<file path="src/rtl/sdram_port_pkg.sv">
package sdram_port_pkg;

  localparam int ADDR_W      = 20;  // word address width
  localparam int DATA_W      = 16;
  localparam int LINE_WORDS  = 4;   // read cache line
  localparam int BLOCK_WORDS = 16;  // stream block
  localparam int LEN_W       = 5;   // burst length field

  localparam int LINE_IDX_W  = $clog2(LINE_WORDS);
  localparam int BLOCK_IDX_W = $clog2(BLOCK_WORDS);
  localparam int TAG_W       = ADDR_W - LINE_IDX_W;
  localparam int BLOCK_NUM_W = ADDR_W - BLOCK_IDX_W;

  // burst lengths per source
  localparam logic [LEN_W-1:0] LEN_FILL   = LEN_W'(LINE_WORDS);
  localparam logic [LEN_W-1:0] LEN_SINGLE = LEN_W'(1);
  localparam logic [LEN_W-1:0] LEN_FLUSH  = LEN_W'(BLOCK_WORDS);

  typedef logic [ADDR_W-1:0] addr_t;
  typedef logic [DATA_W-1:0] data_t;
  typedef logic [LEN_W-1:0]  beat_idx_t;

  typedef struct packed {
    logic [TAG_W-1:0]      tag;   // cache line number
    logic [LINE_IDX_W-1:0] word;  // word within line
  } line_view_t;

  typedef struct packed {
    logic [BLOCK_NUM_W-1:0] num;   // stream block number
    logic [BLOCK_IDX_W-1:0] word;  // word within block
  } block_view_t;

  // one user address, seen by the cache and by the stream buffer
  typedef union packed {
    addr_t       word;
    line_view_t  line;
    block_view_t block;
  } usr_addr_u;

  typedef struct packed {
    addr_t            addr;  // first word of the burst
    logic [LEN_W-1:0] len;   // number of beats
  } burst_cmd_t;

endpackage

</file>
<file path="src/rtl/burst_sequencer.sv">
`timescale 1ns/1ps

module burst_sequencer (
  input  logic                                    clk,
  input  logic                                    sys_rst_n,
  // line fill source
  input  logic                                    fill_req,
  input  sdram_port_pkg::usr_addr_u               fill_line,
  output logic                                    fill_we,
  output sdram_port_pkg::beat_idx_t               fill_idx,
  output sdram_port_pkg::data_t                   fill_data,
  output logic                                    fill_done,
  // single write source
  input  logic                                    write_req,
  input  sdram_port_pkg::usr_addr_u               address,
  input  sdram_port_pkg::data_t                   data_in,
  output logic                                    write_ack,
  // stream flush source
  input  logic                                    flush_req,
  input  logic [sdram_port_pkg::BLOCK_NUM_W-1:0]  flush_block,
  input  sdram_port_pkg::data_t                   flush_word,
  output sdram_port_pkg::beat_idx_t               flush_idx,
  output logic                                    flush_done,
  // external burst interface
  output logic                                    sdram_rd_req,
  output sdram_port_pkg::burst_cmd_t              sdram_rd_cmd,
  input  logic                                    sdram_rd_ack,
  input  sdram_port_pkg::data_t                   sdram_dout,
  output logic                                    sdram_wr_req,
  output sdram_port_pkg::burst_cmd_t              sdram_wr_cmd,
  input  logic                                    sdram_wr_ack,
  output sdram_port_pkg::data_t                   sdram_din
);
  import sdram_port_pkg::*;

  enum logic [1:0] {ST_IDLE, ST_FILL, ST_SWR, ST_FLUSH} state;

  beat_idx_t        beat;       // acknowledged beats so far
  logic             wr_req_d;
  logic             wr_pend;    // single write waiting for the bus
  logic             beat_ack;
  logic [LEN_W-1:0] cur_len;
  logic             last_beat;
  logic             src_done;   // a source is still seeing its done pulse

  assign beat_ack  = (state == ST_FILL) ? sdram_rd_ack : (state != ST_IDLE) && sdram_wr_ack;
  assign cur_len   = (state == ST_FILL) ? sdram_rd_cmd.len : sdram_wr_cmd.len;
  assign last_beat = (beat == cur_len - 1'b1);
  assign src_done  = fill_done || flush_done;  // its request drops on the next edge

  // read beats go straight into the cache line
  assign fill_we   = (state == ST_FILL) && sdram_rd_ack;
  assign fill_idx  = beat;
  assign fill_data = sdram_dout;

  // write data follows the beat count
  assign flush_idx = beat;
  assign sdram_din = (state == ST_SWR) ? data_in : flush_word;

  always_ff @(posedge clk or negedge sys_rst_n) begin
    if (!sys_rst_n) begin
      state        <= ST_IDLE;
      beat         <= '0;
      wr_req_d     <= 1'b0;
      wr_pend      <= 1'b0;
      sdram_rd_req <= 1'b0;
      sdram_wr_req <= 1'b0;
      sdram_rd_cmd <= '0;
      sdram_wr_cmd <= '0;
      fill_done    <= 1'b0;
      write_ack    <= 1'b0;
      flush_done   <= 1'b0;
    end else begin
      wr_req_d   <= write_req;
      fill_done  <= 1'b0;
      write_ack  <= 1'b0;
      flush_done <= 1'b0;
      if (write_req && !wr_req_d) begin
        wr_pend <= 1'b1;
      end
      case (state)
        ST_IDLE: begin
          beat <= '0;
          if (!src_done) begin
            if (fill_req) begin  // fixed priority, fill first
              sdram_rd_cmd <= '{addr: {fill_line.line.tag, {LINE_IDX_W{1'b0}}}, len: LEN_FILL};
              sdram_rd_req <= 1'b1;
              state        <= ST_FILL;
            end else if (wr_pend) begin
              sdram_wr_cmd <= '{addr: address.word, len: LEN_SINGLE};
              sdram_wr_req <= 1'b1;
              wr_pend      <= 1'b0;
              state        <= ST_SWR;
            end else if (flush_req) begin
              sdram_wr_cmd <= '{addr: {flush_block, {BLOCK_IDX_W{1'b0}}}, len: LEN_FLUSH};
              sdram_wr_req <= 1'b1;
              state        <= ST_FLUSH;
            end
          end
        end
        default: begin
          if (beat_ack) begin
            if (last_beat) begin
              sdram_rd_req <= 1'b0;
              sdram_wr_req <= 1'b0;
              fill_done    <= (state == ST_FILL);
              write_ack    <= (state == ST_SWR);
              flush_done   <= (state == ST_FLUSH);
              state        <= ST_IDLE;
            end else begin
              beat <= beat + 1'b1;
            end
          end
        end
      endcase
    end
  end

endmodule

</file>
<file path="src/rtl/read_line_cache.sv">
`timescale 1ns/1ps

module read_line_cache (
  input  logic                      clk,
  input  logic                      sys_rst_n,
  input  sdram_port_pkg::usr_addr_u address,
  input  logic                      read_req,
  input  logic                      write_req,
  input  logic                      write_en,
  output logic                      fill_req,
  output sdram_port_pkg::usr_addr_u fill_line,
  input  logic                      fill_we,
  input  sdram_port_pkg::beat_idx_t fill_idx,
  input  sdram_port_pkg::data_t     fill_data,
  input  logic                      fill_done,
  output sdram_port_pkg::data_t     data_out,
  output logic                      read_ack
);
  import sdram_port_pkg::*;

  data_t            line_q [LINE_WORDS];
  logic [TAG_W-1:0] tag_q;
  logic             valid_q;
  logic             req_s;
  logic             req_s_d;
  logic             rd_rise;
  logic             hit;

  assign rd_rise = req_s && !req_s_d;  // edge detect costs one cycle
  assign hit     = valid_q && (tag_q == address.line.tag);

  // line storage and tag
  always_ff @(posedge clk) begin
    if (fill_we) begin
      line_q[fill_idx[LINE_IDX_W-1:0]] <= fill_data;
    end
    if (fill_done) begin
      tag_q <= fill_line.line.tag;
    end
    if (rd_rise && !hit) begin
      fill_line <= address;
    end
  end

  always_ff @(posedge clk or negedge sys_rst_n) begin
    if (!sys_rst_n) begin
      req_s    <= 1'b0;
      req_s_d  <= 1'b0;
      valid_q  <= 1'b0;
      fill_req <= 1'b0;
      read_ack <= 1'b0;
      data_out <= '0;
    end else begin
      req_s   <= read_req;
      req_s_d <= req_s;
      if (fill_done) begin
        fill_req <= 1'b0;
        valid_q  <= 1'b1;
      end
      if (!read_req) begin
        read_ack <= 1'b0;
        data_out <= '0;
      end else if (rd_rise) begin
        if (hit) begin
          read_ack <= 1'b1;
          data_out <= line_q[address.line.word];
        end else begin
          fill_req <= 1'b1;  // held until the line arrives
          valid_q  <= 1'b0;
        end
      end else if (fill_done) begin
        read_ack <= 1'b1;
        data_out <= line_q[fill_line.line.word];
      end
      // any write may touch the cached line
      if (write_req || write_en) begin
        valid_q <= 1'b0;
      end
    end
  end

endmodule

</file>
<file path="src/rtl/stream_write_buffer.sv">
`timescale 1ns/1ps

module stream_write_buffer (
  input  logic                                    clk,
  input  logic                                    sys_rst_n,
  input  sdram_port_pkg::usr_addr_u               address,
  input  sdram_port_pkg::data_t                   data_in,
  input  logic                                    write_latch_address,
  input  logic                                    write_en,
  output sdram_port_pkg::addr_t                   write_address,
  output logic                                    flush_req,
  output logic [sdram_port_pkg::BLOCK_NUM_W-1:0]  flush_block,
  input  sdram_port_pkg::beat_idx_t               flush_idx,
  output sdram_port_pkg::data_t                   flush_word,
  input  logic                                    flush_done
);
  import sdram_port_pkg::*;

  addr_t     run_addr;                  // next stream address
  usr_addr_u cur_addr;
  data_t     front_q [BLOCK_WORDS-1];   // last word goes straight to the back buffer
  data_t     back_q  [BLOCK_WORDS];
  logic      block_end;

  assign cur_addr.word = write_latch_address ? address.word : run_addr;
  assign block_end     = write_en && (cur_addr.block.word == BLOCK_IDX_W'(BLOCK_WORDS - 1));
  assign write_address = run_addr;
  assign flush_word    = back_q[flush_idx[BLOCK_IDX_W-1:0]];

  always_ff @(posedge clk or negedge sys_rst_n) begin
    if (!sys_rst_n) begin
      run_addr <= '0;
    end else if (write_en) begin
      run_addr <= cur_addr.word + 1'b1;
    end else if (write_latch_address) begin
      run_addr <= address.word;  // latch without a store
    end
  end

  // block buffers
  always_ff @(posedge clk) begin
    if (write_en) begin
      if (block_end) begin
        for (int i = 0; i < BLOCK_WORDS - 1; i++) begin
          back_q[i] <= front_q[i];
        end
        back_q[BLOCK_WORDS-1] <= data_in;
        flush_block           <= cur_addr.block.num;
      end else begin
        front_q[cur_addr.block.word] <= data_in;
      end
    end
  end

  always_ff @(posedge clk or negedge sys_rst_n) begin
    if (!sys_rst_n) begin
      flush_req <= 1'b0;
    end else if (block_end) begin
      flush_req <= 1'b1;  // new block ready for the sequencer
    end else if (flush_done) begin
      flush_req <= 1'b0;
    end
  end

endmodule

</file>
<file path="src/rtl/sdram_port_top.sv">
`timescale 1ns/1ps

module sdram_port_top (
  input  logic                      clk,
  input  logic                      sys_rst_n,
  input  sdram_port_pkg::usr_addr_u address,
  input  sdram_port_pkg::data_t     data_in,
  output sdram_port_pkg::data_t     data_out,
  input  logic                      read_req,
  output logic                      read_ack,
  input  logic                      write_req,
  output logic                      write_ack,
  input  logic                      write_latch_address,
  input  logic                      write_en,
  output sdram_port_pkg::addr_t     write_address,
  output logic                      sdram_rd_req,
  input  logic                      sdram_rd_ack,
  output sdram_port_pkg::burst_cmd_t sdram_rd_cmd,
  input  sdram_port_pkg::data_t     sdram_dout,
  output logic                      sdram_wr_req,
  input  logic                      sdram_wr_ack,
  output sdram_port_pkg::burst_cmd_t sdram_wr_cmd,
  output sdram_port_pkg::data_t     sdram_din
);
  import sdram_port_pkg::*;

  logic                   fill_req;
  usr_addr_u              fill_line;
  logic                   fill_we;
  beat_idx_t              fill_idx;
  data_t                  fill_data;
  logic                   fill_done;
  logic                   flush_req;
  logic [BLOCK_NUM_W-1:0] flush_block;
  data_t                  flush_word;
  beat_idx_t              flush_idx;
  logic                   flush_done;

  burst_sequencer u_seq (
    .clk          (clk),
    .sys_rst_n    (sys_rst_n),
    .fill_req     (fill_req),
    .fill_line    (fill_line),
    .fill_we      (fill_we),
    .fill_idx     (fill_idx),
    .fill_data    (fill_data),
    .fill_done    (fill_done),
    .write_req    (write_req),
    .address      (address),
    .data_in      (data_in),
    .write_ack    (write_ack),
    .flush_req    (flush_req),
    .flush_block  (flush_block),
    .flush_word   (flush_word),
    .flush_idx    (flush_idx),
    .flush_done   (flush_done),
    .sdram_rd_req (sdram_rd_req),
    .sdram_rd_cmd (sdram_rd_cmd),
    .sdram_rd_ack (sdram_rd_ack),
    .sdram_dout   (sdram_dout),
    .sdram_wr_req (sdram_wr_req),
    .sdram_wr_cmd (sdram_wr_cmd),
    .sdram_wr_ack (sdram_wr_ack),
    .sdram_din    (sdram_din)
  );

  read_line_cache u_cache (
    .clk       (clk),
    .sys_rst_n (sys_rst_n),
    .address   (address),
    .read_req  (read_req),
    .write_req (write_req),
    .write_en  (write_en),
    .fill_req  (fill_req),
    .fill_line (fill_line),
    .fill_we   (fill_we),
    .fill_idx  (fill_idx),
    .fill_data (fill_data),
    .fill_done (fill_done),
    .data_out  (data_out),
    .read_ack  (read_ack)
  );

  stream_write_buffer u_stream (
    .clk                 (clk),
    .sys_rst_n           (sys_rst_n),
    .address             (address),
    .data_in             (data_in),
    .write_latch_address (write_latch_address),
    .write_en            (write_en),
    .write_address       (write_address),
    .flush_req           (flush_req),
    .flush_block         (flush_block),
    .flush_idx           (flush_idx),
    .flush_word          (flush_word),
    .flush_done          (flush_done)
  );

endmodule

</file>
<file path="config.mk">
export PLATFORM = sky130hd
export DESIGN_NAME = sdram_port_top
export DESIGN_NICKNAME = d
export VERILOG_FILES = /design/src/rtl/sdram_port_pkg.sv /design/src/rtl/burst_sequencer.sv /design/src/rtl/read_line_cache.sv /design/src/rtl/stream_write_buffer.sv /design/src/rtl/sdram_port_top.sv
export SDC_FILE = /design/constraint.sdc
export NUM_CORES = 1
export LEC_CHECK = 0
export BUFFER_PORTS_ARGS = -buffer_cell sky130_fd_sc_hd__clkbuf_2
export CAP_MARGIN = 20
export CORE_MARGIN = 2
export CORE_UTILIZATION = 65
export DETAILED_ROUTE_END_ITERATION = 6
export GPL_ROUTABILITY_DRIVEN = 0
export PLACE_DENSITY = 0.85
export SLEW_MARGIN = 20
export SYNTH_ARGS = -nofsm -noshare
export SYNTH_HDL_FRONTEND = slang
export SYNTH_SLANG_ARGS = --single-unit
export TNS_END_PERCENT = 1
</file>
<file path="constraint.sdc">
create_clock -name clk -period 20.3 [get_ports clk]
set_clock_uncertainty 0.2 [all_clocks]
set_input_delay 2.03 -clock clk [delete_from_list [all_inputs] [get_ports clk]]
set_output_delay 2.03 -clock clk [all_outputs]
set_load 0.03 [all_outputs]
</file>
After elaboration in Yosys (flattened, before gate mapping)
Memory sizes are Yosys's and may differ from the RTL's. A register that Yosys moved wholly into a read port is not among the register bits.
Index checks and enable logic that the tools add are counted.
- RAM bits: 560
- memories kept: 3
- register bits after elaboration: 154
- output and inout port bits: 106
- input port bits: 60
- memories (memory ; words ; width ; read ports ; clocked after Yosys merged registers in ; write ports ; line ; text):
    u_stream.back_q ; 16 ; 16 ; 1 ; 0 ; 16 ; stream_write_buffer.sv:22 ; data_t back_q [BLOCK_WORDS];
    u_stream.front_q ; 15 ; 16 ; 15 ; 0 ; 1 ; stream_write_buffer.sv:21 ; data_t front_q [BLOCK_WORDS-1];
    u_cache.line_q ; 4 ; 16 ; 2 ; 1 ; 1 ; read_line_cache.sv:21 ; data_t line_q [LINE_WORDS];
- add/subtract/negate cells: 3
- bitwise operators: 2
- muxes and demuxes: 69
- reductions and logical operators: 26
- equal/unequal tests: 14
- operator list (kind ; count):
    $mux W16 ; 5
    $mux W25 ; 2
    $mux W1 ; 48
    $mux W20 ; 2
    $add A20 B1 Y20 const B ; 1
    $mux W5 ; 4
    $eq A18 B18 Y1 ; 1
    $mux W2 ; 8
    $reduce_and A4 Y1 ; 3
    $reduce_bool A2 Y1 ; 5
    $logic_and A1 B1 Y1 ; 7
    $ne A2 B2 Y1 const B ; 3
    $ne A3 B1 Y1 const B ; 2
    $reduce_and A2 Y1 ; 3
    $add A5 B1 Y5 const B ; 1
    $eq A5 B5 Y1 ; 1
    $reduce_and A5 Y1 ; 1
    $sub A5 B1 Y5 const B ; 1
    $eq A2 B2 Y1 const B ; 2
    $eq A4 B4 Y1 const B ; 1
    $ne A4 B1 Y1 const B ; 1
    $logic_not A1 Y1 ; 3
    $ne A3 B3 Y1 const B ; 1
    $reduce_and A3 Y1 ; 1
    5 further kinds ; 7

Logic depth before layout (Yosys ltp)
- depth in word-level cells: 7
- gate-level depth with buffers: 12

By module
A second synthesis with hierarchy kept.
- cells, all modules: 1339
- area total of the unflattened synthesis: 26948.3 um2
- by module, submodules not included (module ; area an instance (um2) ; cells an instance ; times used):
    stream_write_buffer ; 18729.2 ; 765 ; 1
    read_line_cache ; 5427.7 ; 337 ; 1
    burst_sequencer ; 2791.4 ; 237 ; 1

Least setup slack after synthesis
Ideal clock, no wire load.
- path kind: input to register
- start: input address[1] in the netlist's numbering
- end: memory u_stream.back_q[0][0] in the netlist's numbering (enable)
- data required time: 19.478 ns
- setup slack: 10.622 ns
- buffers on the path: 3
- cell stages on the path: 8
- setup time: 0.622 ns
- data arrival time: 8.856 ns
- cells stage by stage: clkbuf_1 -> buf_1 -> mux2_2 -> ha_1 -> nand2_1 -> or2_2 -> clkbuf_1 -> inv_1
- RTL lines (item ; line ; text):
    start: declaration ; sdram_port_top.sv:6 ; input sdram_port_pkg::usr_addr_u address,
    end: declaration ; stream_write_buffer.sv:22 ;

==> metrics.md <==
| Metric | Value |
|---|---|
| Clock transition at the registers of the reported paths | `60 ps` |
| Top-count cell post-synth | `edfxtp_1` |
| Pin slew with the least headroom to its limit | `1073 ps` |
| Slowest Stage Delay on Critical Path | `870 ps` |
| Detailed Route WL | `55460 µm` |
| # Post-CTS Setup Buffers | `0` |
| Number of I/O pins | `166` |
| WL/cell | `27.63 µm` |
| Final setup fails | `0` |
| Clock latency on the worst-skew pair | `580 ps` |
| Top_reg_cell synth | `edfxtp_1` |
| Vias/cell | `6.274` |
| DRC violations left | `0` |
| Min-Delay Path Class | `register to register` |
| Vias in the first global route | `12870` |
| Area of the multi-input gates | `5169 µm²` |
| Area share of the largest cell type after synthesis | `69.92%` |
| Share of cells above drive strength 1 | `30.90%` |
| Setup crit start kind | `input pin` |
| H-tree Lvls | `3` |
| Total grt overflow | `0` |
| P&R area growth vs syn | `14.10%` |
| Final Hold Vio Count | `0` |
| CP top delay family | `buffers and inverters` |
| Clock buffer depth | `3` |
| Sequential fraction of the synthesis area | `79.27%` |
| FF+latch area | `20910 µm²` |
| Most frequent cells after synthesis | `614 x edfxtp_1, 112 x mux4_2, 97 x dfrtp_1, 43 x mux2i_1, 41 x mux2_2` |
| Synth top area cells | `edfxtp_1 70%, mux4_2 9.6%, dfrtp_1 9.2%, mux2_2 1.8%, mux2i_1 1.6%` |
| Nets | `1498` |
| Pwr Density | `128.7 nW/µm²` |
| Routed Antenna Nets | `0` |
| Capturing element type of the critical path | `register` |
| LEAKAGE | `10.51 nW` |
| Starting Density | `66.07%` |
| Port buffer count | `156` |
| Max FO, Critical Path | `107` |
| Maximum vdd ir drop | `108.2 µV` |
| Number of distinct library cells after synthesis | `57` |
| Post-Syn Area | `26370 µm²` |
| Mean post-synth cell area | `21.46 µm²` |
| Max Clk Rate | `161.1 MHz` |
| Antenna violations before repair | `0` |
| Clock sinks | `713` |
| Largest net degree at the start of global routing | `108` |
| Min Hold Slack | `188.7 ps` |
| Setup tns final | `0 ps` |
| Crit path cell chain | `clkbuf_2 > mux2i_1 > inv_1 > ha_1 > nand2_1 > or2_2 > inv_8 > buf_4 > buf_6` |
| Drt pass-1 iters | `5` |
| Crit path DAT | `6210 ps` |
| Num CTS Buffers | `69` |
| Number of synthesized flops with an enable pin | `614` |
| # diodes | `0` |
| Initial DRC Count | `1277` |
| Worst path required time | `20310 ps` |
| Core box area | `39910 µm²` |
| Async SR Flop Fraction | `13.60%` |
| Via count | `12590` |
| Num rows | `73` |
| CP bufs+invs | `5` |
| Dpl hpwl | `30270 µm` |
| Hold-fix buffers, CTS | `0` |
| Slew HR | `28.48%` |
| CP Class | `input pin to register` |
| Chip height | `205.4 µm` |
| Ys Warns | `0` |
| Cells after Synth | `1229` |
| First-pass GRT wire length | `81610 µm` |
| Max-capacitance violation count | `0` |
| Final slew viol count | `0` |
| Chip Width | `205.4 µm` |
| CTS tree | `yes` |
| Crit-path slowest cell | `buf_4` |
| FF+latch count, synth | `713` |
| Fin crit period | `6208 ps` |
| PostCTS Resize Cnt | `0` |
| Die area | `42200 µm²` |
| Filler instances | `2042` |
| Status | `finished clean` |
| Unrepaired setup endpoints after global routing | `false` |
| Final period util | `30.58%` |
| Overall Global Routing Usage | `27.33%` |
| Clock root buffer master | `clkbuf_16` |
| Post-synth top area cell | `edfxtp_1` |
==> area by class of cell <==
type / instances / share of cell area [%]
tap: 525 / 2.183
timing repair buffer: 180 / 3.281
clock buffer: 93 / 6.491
sequential: 713 / 69.50
multi-input combinational: 446 / 17.18
clock inverter: 30 / 1.089
inverter: 20 / 0.2745
==> power breakdown <==
part | switching [W] | internal (W) | leakage (nW)
Sequential | 0.0000846 | 0.00170 | 6.73
Clock | 0.000525 | 0.000755 | 1.10
Combinational | 0.000479 | 0.000325 | 2.68
Total | 0.00109 | 0.00278 | 10.5
==> metrics by stage <==
step | power [W] | instances | util (%) | area, µm² | setup WS, ps
floorplan | 0.002367 | 1237 | - | 26400 | 10620
global placement | 0.002574 | 1882 | 69.53 | 27750 | 13440
detailed placement | 0.002607 | 1883 | 69.61 | 27780 | 13220
CTS | 0.003894 | 2006 | 75.32 | 30060 | 13800
global route | 0.004000 | 2007 | 75.38 | 30090 | 13760
finish | 0.003871 | 2007 | 75.38 | 30090 | 14090
==> per-layer routing <==
layer	GRT usage (%)	wire (µm)	vias to the layer above	part of all wire (%)
met2	44.67	28030	671	51
met1	36.86	20530	6512	37
met3	6.066	5083	110	9.2
li1	-	-	5299	-
met5	0	0	-	0
met4	10.12	1811	0	3.3
==> state kept, by name (all words and copies together), names as in the netlist, 2 cells and up, named ones only <==
name                    flops
u_stream.back_q           256
u_stream.front_q          240
u_cache.line_q             64
u_seq.sdram_wr_cmd         22
u_cache.fill_line          20
u_stream.write_address     20
u_seq.sdram_rd_cmd         19
u_cache.tag_q              18
u_cache.data_out           16
u_stream.flush_block       16
u_seq.fill_idx              5
u_seq.state                 2
==> final timing paths <==
check	from	endpoint	slack [ps]	cells after the start
max	address[0]	u_stream.back_q[9][1]$_DFFE_PP_	14090	9
min reg2reg	u_cache.req_s$_DFF_PN0_	u_cache.req_s_d$_DFF_PN0_	190	0
min	u_cache.req_s$_DFF_PN0_	u_cache.req_s_d$_DFF_PN0_	190	0
min in group asynchronous	sys_rst_n	u_seq.sdram_rd_cmd[16]$_DFFE_PN0P_	1250	1
max reg2reg	u_stream.write_address[0]$_DFF_PN0_	u_stream.back_q[9][1]$_DFFE_PP_	15910	8
max in group asynchronous	sys_rst_n	u_seq.fill_idx[0]$_DFFE_PN0P_	17460	2
==> layout by cell type, fill, tap and decap left out, types with 10 or more instances in the layout <==
master,n
nor2_2,11
clkinv_1,12
inv_1,19
xnor2_1,32
clkbuf_16,74
mux4_2,112
clkbuf_1,16
mux2i_1,43
dfrtp_1,94
mux2_2,41
o2bb2ai_1,18
nand3_1,15
clkbuf_2,155
edfxtp_1,614
mux2_1,10
nand2_1,21
nor2_1,24
buf_4,22
a21oi_1,22
==> logic make-up after synthesis <==
group,Yosys count,synth area share (%)
buffers and inverters,78,1.494
AOI/OAI and AO/OA,65,1.779
xor gates and xnor gates,39,1.295
and+or+nand+nor,119,2.391
adders and majority gates,8,0.3796
DFF,713,79.27
muxes,206,13.37
other,1,0.01422
No activity file was read; power rests on OpenSTA's default activity.
